==> config.mk <==
export PLATFORM = sky130hd
export DESIGN_NAME = ifetch_top
export DESIGN_NICKNAME = d
export VERILOG_FILES = /design/src/rtl/ifetch_pkg.sv /design/src/rtl/predict_table.sv /design/src/rtl/pc_sequencer.sv /design/src/rtl/instr_stage.sv /design/src/rtl/ifetch_top.sv
export VERILOG_INCLUDE_DIRS = /design/src /design/src/rtl
export SDC_FILE = /design/constraint.sdc
export NUM_CORES = 2
export LEC_CHECK = 0
export BUFFER_PORTS_ARGS = -buffer_cell sky130_fd_sc_hd__buf_2
export CAP_MARGIN = 40
export CORE_ASPECT_RATIO = 1.2
export CORE_MARGIN = 2
export CORE_UTILIZATION = 55
export CTS_CLUSTER_SIZE = 8
export DETAILED_ROUTE_END_ITERATION = 10
export PLACE_DENSITY_LB_ADDON = 0.08
export SLEW_MARGIN = 5
export SYNTH_ARGS = -nofsm -noshare
export SYNTH_HDL_FRONTEND = slang
export SYNTH_SLANG_ARGS = --single-unit
==> constraint.sdc <==
create_clock -name clk -period 24.3 [get_ports clk]
set_input_delay 2.43 -clock clk [delete_from_list [all_inputs] [get_ports clk]]
set_output_delay 2.43 -clock clk [all_outputs]
set_load 0.01 [all_outputs]
==> src/rtl/ifetch_macros.svh <==
`ifndef IFETCH_MACROS_SVH
`define IFETCH_MACROS_SVH

// data path width, also the instruction word width
`define IFETCH_XLEN 32

// sequential step between instruction words
`define IFETCH_PC_STEP 32'd4

// first fetch address once reset is released
`define IFETCH_RESET_PC 32'h0400_0000

// target of an interrupt redirect
`define IFETCH_INT_VECTOR 32'h0400_0020

// handed to the pipeline while the memory stalls (sll-free special, func 0x21)
`define IFETCH_NOP 32'h0000_0021

// predictor index bits, taken from the pc starting at bit 2
`define IFETCH_PT_ABITS 12
`define IFETCH_PT_DEPTH (1 << `IFETCH_PT_ABITS)

`endif

==> src/rtl/ifetch_pkg.sv <==
`include "ifetch_macros.svh"

package ifetch_pkg;

  // register format: alu ops, jr/jalr
  typedef struct packed {
    logic [5:0] opcode;
    logic [4:0] rs;
    logic [4:0] rt;
    logic [4:0] rd;
    logic [4:0] sa;
    logic [5:0] func;
  } r_fmt_t;

  // immediate format: loads, stores, conditional branches
  typedef struct packed {
    logic [5:0]  opcode;
    logic [4:0]  rs;
    logic [4:0]  rt;
    logic [15:0] offset;
  } i_fmt_t;

  // jump format
  typedef struct packed {
    logic [5:0]  opcode;
    logic [25:0] instr_index;
  } j_fmt_t;

  // one fetched word, three decodings
  typedef union packed {
    r_fmt_t r_fmt;
    i_fmt_t i_fmt;
    j_fmt_t j_fmt;
  } instr_word_u;

  typedef struct packed {
    logic [`IFETCH_XLEN-1:0] address;  // always the next pc
    logic                    en;
    logic                    squashn;  // low kills the outstanding fetch
  } bus_req_t;

  typedef struct packed {
    logic [`IFETCH_XLEN-1:0] readdata;
    logic                    stall;    // memory busy, hold the address
    logic [`IFETCH_XLEN-1:0] ecause;
  } bus_rsp_t;

  typedef struct packed {
    logic                    en;       // early prediction point
    logic                    uncond;   // unconditional, always taken
    logic [`IFETCH_XLEN-1:0] tgt_pc;
  } predict_req_t;

  typedef struct packed {
    logic                    rdy;      // branch outcome known
    logic                    load;
    logic                    op;       // 1 unconditional pc write
    logic                    we;       // later stage pc write enable
    logic [`IFETCH_XLEN-1:0] data;     // jump / branch target
  } resolve_t;

endpackage

==> src/rtl/predict_table.sv <==
`timescale 1ns/1ps
`include "ifetch_macros.svh"

// one bit per entry: 1 taken, 0 not taken
module predict_table (
  input  logic                    clk,
  input  logic [`IFETCH_XLEN-1:0] rd_addr,   // pc to predict for
  output logic                    taken,     // valid one cycle after rd_addr
  input  logic                    wr_en,
  input  logic [`IFETCH_XLEN-1:0] wr_addr,   // pc of the resolved branch
  input  logic                    wr_taken
);

  logic                        pt_mem [`IFETCH_PT_DEPTH];
  logic [`IFETCH_XLEN-1:0]     rd_pc_aligned;
  logic [`IFETCH_XLEN-1:0]     wr_pc_aligned;
  logic [`IFETCH_PT_ABITS-1:0] rd_idx;
  logic [`IFETCH_PT_ABITS-1:0] wr_idx;

  // branches never sit back to back (delay slot), so pc bit 2 is dropped
  assign rd_pc_aligned = {rd_addr[`IFETCH_XLEN-1:3], 3'b000};
  assign wr_pc_aligned = {wr_addr[`IFETCH_XLEN-1:3], 3'b000};
  assign rd_idx = rd_pc_aligned[`IFETCH_PT_ABITS+1:2];
  assign wr_idx = wr_pc_aligned[`IFETCH_PT_ABITS+1:2];

  // every entry starts out not taken
  initial
  begin
    for (int i = 0; i < `IFETCH_PT_DEPTH; i++)
    begin
      pt_mem[i] = 1'b0;
    end
  end

  always_ff @(posedge clk)
  begin
    if (wr_en)
    begin
      pt_mem[wr_idx] <= wr_taken;  // lands on the next edge
    end
    taken <= pt_mem[rd_idx];       // same-entry collision reads old data
  end

endmodule

==> src/rtl/pc_sequencer.sv <==
`timescale 1ns/1ps
`include "ifetch_macros.svh"

module pc_sequencer
  import ifetch_pkg::*;
(
  input  logic                    clk,
  input  logic                    resetn,
  input  logic                    en,              // fetch enable
  input  logic                    squashn,
  input  logic                    interrupt,
  input  logic                    stall,           // memory busy
  input  predict_req_t            predict,
  input  resolve_t                resolve,
  input  logic                    taken_lookup,    // table answer for the current pc
  input  logic                    is_delayslot,
  output logic [`IFETCH_XLEN-1:0] pc,
  output logic [`IFETCH_XLEN-1:0] next_pc,
  output logic [`IFETCH_XLEN-1:0] pc_plus4,
  output logic                    train_en,
  output logic [`IFETCH_XLEN-1:0] train_pc,
  output logic                    train_taken,
  output logic                    predict_result,  // low flushes the pipeline
  output logic                    bus_en
);

  logic                    pc_advance;
  logic                    ctrl_load;
  logic                    prediction;
  logic                    mispredict;
  logic                    rollback_en;
  logic [`IFETCH_XLEN-1:0] pc_rollback;       // path not chosen at prediction
  logic [`IFETCH_XLEN-1:0] pc_rollback_nt;    // pc of the predicted branch
  logic                    prediction_saved;
  logic                    predict_en_saved;  // conditional prediction in flight
  logic [`IFETCH_XLEN-1:0] pc_save_data;
  logic                    pc_save;
  logic                    squash_save;
  logic [`IFETCH_XLEN-1:0] sel_pc;
  logic                    pc_load_en;

  assign pc_advance = en & ~stall;
  assign ctrl_load  = resolve.op | resolve.load;
  assign prediction = predict.uncond | taken_lookup;  // unconditional is always taken
  assign pc_plus4   = pc + `IFETCH_PC_STEP;
  assign bus_en     = (en | ~squashn) & resetn;

  // outcome known and it differs from what was guessed
  assign mispredict = resolve.rdy & (ctrl_load != prediction_saved) & predict_en_saved;

  // rollback state, captured at the prediction point
  assign rollback_en = en & predict.en;

  always_ff @(posedge clk)
  begin
    if (rollback_en)
    begin
      pc_rollback    <= prediction ? pc_plus4 : predict.tgt_pc;
      pc_rollback_nt <= pc;
    end
  end

  always_ff @(posedge clk or negedge resetn)
  begin
    if (!resetn)
    begin
      prediction_saved <= 1'b0;
      predict_en_saved <= 1'b0;
    end
    else if (rollback_en)
    begin
      prediction_saved <= prediction;
      predict_en_saved <= ~predict.uncond;  // only conditionals get checked
    end
  end

  // table training from the resolved outcome
  assign train_en    = resolve.rdy & predict_en_saved;
  assign train_pc    = pc_rollback_nt;
  assign train_taken = ctrl_load;

  // next pc, highest priority first
  always_comb
  begin
    if (interrupt)
    begin
      sel_pc     = `IFETCH_INT_VECTOR;
      pc_load_en = 1'b1;
    end
    else if (ctrl_load && !resolve.rdy)
    begin
      sel_pc     = resolve.data;   // indirect / unpredicted jump
      pc_load_en = 1'b1;
    end
    else if (predict.en && prediction)
    begin
      sel_pc     = predict.tgt_pc; // early taken guess
      pc_load_en = en;
    end
    else if (mispredict)
    begin
      sel_pc     = pc_rollback;
      pc_load_en = 1'b1;
    end
    else if (pc_save)
    begin
      sel_pc     = pc_save_data;   // write held over from a stall
      pc_load_en = pc_advance;
    end
    else
    begin
      sel_pc     = pc_plus4;
      pc_load_en = 1'b0;
    end
  end

  assign next_pc = pc_advance ? sel_pc : pc;

  always_ff @(posedge clk or negedge resetn)
  begin
    if (!resetn)
    begin
      pc <= `IFETCH_RESET_PC;
    end
    else if (pc_advance)
    begin
      pc <= sel_pc;
    end
  end

  // pc writes arriving while stalled are parked until the next advance
  always_ff @(posedge clk or negedge resetn)
  begin
    if (!resetn)
    begin
      pc_save     <= 1'b0;
      squash_save <= 1'b0;
    end
    else
    begin
      if (pc_load_en || pc_advance)
      begin
        pc_save <= pc_load_en & ~pc_advance;  // cleared once applied
      end
      if (!squashn || pc_advance)
      begin
        squash_save <= ~squashn & ~pc_advance;
      end
    end
  end

  always_ff @(posedge clk)
  begin
    if (pc_load_en)
    begin
      pc_save_data <= sel_pc;
    end
  end

  // flush request, held off while the later stage owns the write
  always_comb
  begin
    if (ctrl_load && !resolve.rdy)
    begin
      predict_result = ~resolve.we;
    end
    else if (mispredict)
    begin
      predict_result = ~resolve.we;
    end
    else if (pc_save)
    begin
      predict_result = ~(squash_save & ~is_delayslot);  // keep the delay slot alive
    end
    else
    begin
      predict_result = 1'b1;
    end
  end

endmodule

==> src/rtl/instr_stage.sv <==
`timescale 1ns/1ps
`include "ifetch_macros.svh"

module instr_stage
  import ifetch_pkg::*;
(
  input  logic                    clk,
  input  logic                    resetn,
  input  logic                    advance,       // pc moves this edge
  input  logic [`IFETCH_XLEN-1:0] pc,
  input  bus_rsp_t                rsp,
  output instr_word_u             instr,
  output logic                    is_delayslot,  // current word follows a branch
  output logic [`IFETCH_XLEN-1:0] epc,
  output logic [`IFETCH_XLEN-1:0] ecause
);

  logic [5:0] opcode;
  logic [5:0] func;
  logic       is_special;
  logic       is_branch;

  // the following stage never stalls, so a nop is enough to cover the wait
  assign instr = rsp.stall ? `IFETCH_NOP : rsp.readdata;

  assign opcode = instr.r_fmt.opcode;
  assign func   = instr.r_fmt.func;

  // opcode 0 is the special group, jr/jalr sit at func 0x08/0x09
  assign is_special = (opcode == 6'd0);
  assign is_branch  = ((opcode[5:3] == 3'b000) && !is_special) ||
                      (is_special && (func[5:3] == 3'b001));

  always_ff @(posedge clk or negedge resetn)
  begin
    if (!resetn)
    begin
      is_delayslot <= 1'b0;
    end
    else if (advance)
    begin
      is_delayslot <= is_branch;
    end
  end

  // exception in a delay slot restarts at the branch
  assign epc    = is_delayslot ? pc - `IFETCH_PC_STEP : pc;
  assign ecause = rsp.ecause;

endmodule

==> src/rtl/ifetch_top.sv <==
`timescale 1ns/1ps
`include "ifetch_macros.svh"

module ifetch_top
  import ifetch_pkg::*;
(
  input  logic                    clk,
  input  logic                    resetn,
  input  logic                    en,
  input  logic                    squashn,
  input  logic                    interrupt,
  input  predict_req_t            predict,
  input  resolve_t                resolve,
  output bus_req_t                bus_req,
  input  bus_rsp_t                bus_rsp,
  output instr_word_u             instr,
  output logic [`IFETCH_XLEN-1:0] pc_out,          // pc + 4
  output logic [`IFETCH_XLEN-1:0] epc,
  output logic [`IFETCH_XLEN-1:0] ecause,
  output logic                    predict_result
);

  logic [`IFETCH_XLEN-1:0] pc;
  logic [`IFETCH_XLEN-1:0] next_pc;
  logic                    taken;          // table lookup, one cycle late
  logic                    train_en;
  logic [`IFETCH_XLEN-1:0] train_pc;
  logic                    train_taken;
  logic                    is_delayslot;
  logic                    bus_en;
  logic                    advance;

  assign advance = en & ~bus_rsp.stall;

  // memory answers next_pc combinationally
  assign bus_req.address = next_pc;
  assign bus_req.en      = bus_en;
  assign bus_req.squashn = squashn;

  pc_sequencer pc_sequencer_inst (
    .clk            (clk),
    .resetn         (resetn),
    .en             (en),
    .squashn        (squashn),
    .interrupt      (interrupt),
    .stall          (bus_rsp.stall),
    .predict        (predict),
    .resolve        (resolve),
    .taken_lookup   (taken),
    .is_delayslot   (is_delayslot),
    .pc             (pc),
    .next_pc        (next_pc),
    .pc_plus4       (pc_out),
    .train_en       (train_en),
    .train_pc       (train_pc),
    .train_taken    (train_taken),
    .predict_result (predict_result),
    .bus_en         (bus_en)
  );

  // read issued for next_pc, answer lines up with pc on the next cycle
  predict_table predict_table_inst (
    .clk      (clk),
    .rd_addr  (next_pc),
    .taken    (taken),
    .wr_en    (train_en),
    .wr_addr  (train_pc),
    .wr_taken (train_taken)
  );

  instr_stage instr_stage_inst (
    .clk          (clk),
    .resetn       (resetn),
    .advance      (advance),
    .pc           (pc),
    .rsp          (bus_rsp),
    .instr        (instr),
    .is_delayslot (is_delayslot),
    .epc          (epc),
    .ecause       (ecause)
  );

endmodule

==> results.json <==
{
  "grt_pass1_vias": 71414,
  "dieArea_um2": 182600,
  "dr_wl_met2_mm": 158.3,
  "grt_overflow": 0,
  "synth-main-ff-cell": "edfxtp_1",
  "hold_path_class": "flip-flop to flip-flop",
  "viasPerCell": 6.531,
  "syn_to_final_growth_pct": 12.76,
  "core_area_um2": 178500,
  "hold_violations": 0,
  "wl_met1_mm": 125.8,
  "rsz0062_at_grt": "false",
  "synth_seq_cells": 2161,
  "syn_nets": 9586,
  "drive_gt1_share_pct": 10.37,
  "ys_async_sr_fraction_pct": 1.712,
  "grt_pass1_wl_mm": 493.2,
  "globalplace.congestion": 0.8791,
  "synthesis.area_um2": 98530,
  "clk_pin_slew_ns": 0.05,
  "power_density_nw_per_um2": 85.67,
  "period_minus_slack_ns": 9.286,
  "cts_tree": "built",
  "start_util_pct": 55.21,
  "num-fill-cells": 14467,
  "die-height_um": 467.7,
  "place_area_um2": 102600,
  "placedCellCount": 11371,
  "dr.max_layer_used": "met5",
  "cts_buffer_depth": 4,
  "maxSlewViolCount": 0,
  "synth-edff-count": 2123,
  "final-setup-viol-count": 0,
  "post_cts_resized": 0,
  "fmax_mhz": 107.7,
  "ios": 303,
  "crit_path_max_fanout": 66,
  "ant_nets": 0,
  "yosysUniqueCellTypes": 84,
  "min_period_over_period_pct": 38.22,
  "yosysSeqAreaShare_pct": 65.66,
  "wl_mm": 346.1,
  "syn-instance-count": 9444,
  "wl_per_cell_um": 29.44,
  "crit_type": "input pin to primary output",
  "final_nets": 9514,
  "io_buffers": 238,
  "synth_warnings": 0,
  "routed-via-count": 76787,
  "design_area_um2": 111100,
  "whs_ns": 0.5377,
  "maxCapViolations": 0,
  "cp.required_ns": 21.87,
  "slew_headroom_pct": 2.918,
  "root_buffer": "clkbuf_16",
  "numCtsBuffers": 320,
  "power.leakage_nw": 36.80,
  "syn_area_per_cell_um2": 10.43,
  "antenna_found_initial": 21,
  "die_x_um": 390.4,
  "drtPass1Iterations": 6,
  "critPathArrivalTime_ns": 6.86,
  "num_rows": 170,
  "hpwlAfterDp_mm": 188.6,
  "fin_cells": 11758,
  "status": "finished, final reports clean",
  "fin_skew_ns": 0.06278,
  "crit_path_end_kind": "primary output",
  "wl_met3_mm": 42.97,
  "grt_max_degree": 310,
  "drc": 0,
  "initialDrtViolationCount": 12031,
  "clk_latency_ns": 0.97,
  "final_util_pct": 62.26,
  "clkSinkCount": 2161,
  "h-tree-depth": 5,
  "tightest_slew_ns": 1.456,
  "grt.total_usage_pct": 37.26,
  "setup_tns_ns": 0,
  "cts_setup_buffers": 0,
  "ir_drop_uv": 56.30,
  "cts-hold-fix-buffers": 0,
  "start_kind": "input pin"
}
## worst max-delay path: stages
cell	delay, ns
buf_2	0.29
nor2b_4	0.16
buf_4	0.31
nand2_1	0.18
a2bb2oi_4	0.18
buf_4	0.28
a21o_4	0.42
inv_8	0.43
buf_4	0.53
buf_4	0.62
buf_4	0.56
buf_2	0.23
## per-layer routing
metal | track usage (%) | vias to the layer above
li1 | - | 32565
met1 | 49.83 | 38106
met2 | 57.76 | 5096
met3 | 8.404 | 1012
met4 | 18.35 | 8
met5 | 0 | -
## registers in the layout, indices dropped and copies added, names as in the netlist, 11 cells and up
register / count
pc_sequencer_inst.pc: 32
pc_sequencer_inst.pc_rollback: 32
pc_sequencer_inst.pc_save_data: 32
pc_sequencer_inst.train_pc: 11
predict_table_inst.pt_mem: 2048
## where the power goes
| group | internal [mW] | leakage (nW) | switching [mW] |
|---|---|---|---|
| clock | 2.37 | 4.11 | 1.54 |
| combinational | 0.381 | 13.3 | 1.06 |
| sequential | 4.13 | 19.4 | 0.0370 |
| total | 6.88 | 36.8 | 2.64 |
## final timing paths
| kind | from | end | slack (ns) | depth (start not counted) |
|---|---|---|---|---|
| setup / recovery | bus_rsp[32] | bus_req[5] | 15.01 | 12 |
| setup reg to reg | pc_sequencer_inst.pc_save | predict_table_inst.taken | 15.96 | 17 |
| max in group asynchronous | resetn | pc_sequencer_inst.pc[9] | 22.07 | 2 |
| hold reg to reg | pc_sequencer_inst.squash_save | pc_sequencer_inst.squash_save | 0.54 | 2 |
| min in group asynchronous | resetn | pc_sequencer_inst.pc[14] | 1.72 | 2 |
| hold / removal | pc_sequencer_inst.squash_save | pc_sequencer_inst.squash_save | 0.54 | 2 |
## layout by cell type (no fill, tap or decap), drive strengths merged, types with 12 or more instances in the layout
cell,count
nand4,27
mux2i,139
inv,61
a211oi,114
a32oi,30
and3,106
xnor2,24
dfrtp,36
nor4,26
nand2b,12
xor2,29
o22ai,33
edfxtp,2123
nand3,766
clkbuf,364
buf,511
nor2b,45
o21ai,49
diode,16
nor3,72
o211ai,21
a31oi,109
a22oi,22
mux2,30
o31ai,25
nand2,1948
a311oi,115
a21oi,214
a221oi,19
nor2,2190
## cell type report
cell class                 count  area (µm²)  area share [%]
antenna                       16       40.04         0.03604
clock buffer                 363        8318           7.487
clock inverter                 7       90.09         0.08108
inverter                      59       241.5          0.2173
multi-input combinational   6318       30250           27.23
sequential                  2161       64700           58.23
tap                         2322        2905           2.615
timing repair buffer         512        4562           4.106
## cell families after synthesis
logic type      after synthesis  synth area share (%)
compound gates              845                 5.984
fa+ha+maj                     2               0.02539
simple gates               5248                 21.83
flops                      2161                 65.66
mux                         170                 1.778
xor+xnor                     53                0.4711
buf+inv                     965                 4.253
## synthesized netlist by cell type, types with 11 or more instances
cell      instances  share of area (%)
a211oi_1        114               0.87
a221oi_1         19               0.17
buf_2           250                1.3
a22oi_1          20               0.15
nand4_1          27               0.17
nor3b_1          11              0.084
clkbuf_1        494                1.9
nand3_1         766                3.9
xnor2_1          24               0.21
a31oi_1         109               0.69
nor2b_1          45               0.29
o31ai_1          25               0.19
a21oi_1         213                1.1
nand2b_1         12              0.076
mux2_2           30               0.34
nor2_1         2187                8.3
nand2_1        1948                7.4
nor4_1           26               0.17
xor2_1           29               0.26
o22ai_1          33               0.21
a32oi_1          28               0.25
dfrtp_1          36               0.91
nor3_1           71               0.36
inv_1            51               0.19
a311oi_1        115                1.0
edfxtp_1       2123                 65
buf_4            56               0.43
and3_1          105               0.67
o211ai_1         20               0.15
buf_1           100               0.38
o21ai_0          46               0.23
mux2i_1         139                1.4
## metrics by stage
step / total power [mW] / setup WS (ns)
after floorplan: 5.112 / 2.762
after detailed placement: 5.634 / 14.40
after global routing: 9.736 / 14.82
after CTS: 9.494 / 15.06
final: 9.519 / 15.01
after global placement: 5.603 / 14.50
(Power assumes the default switching activity.)
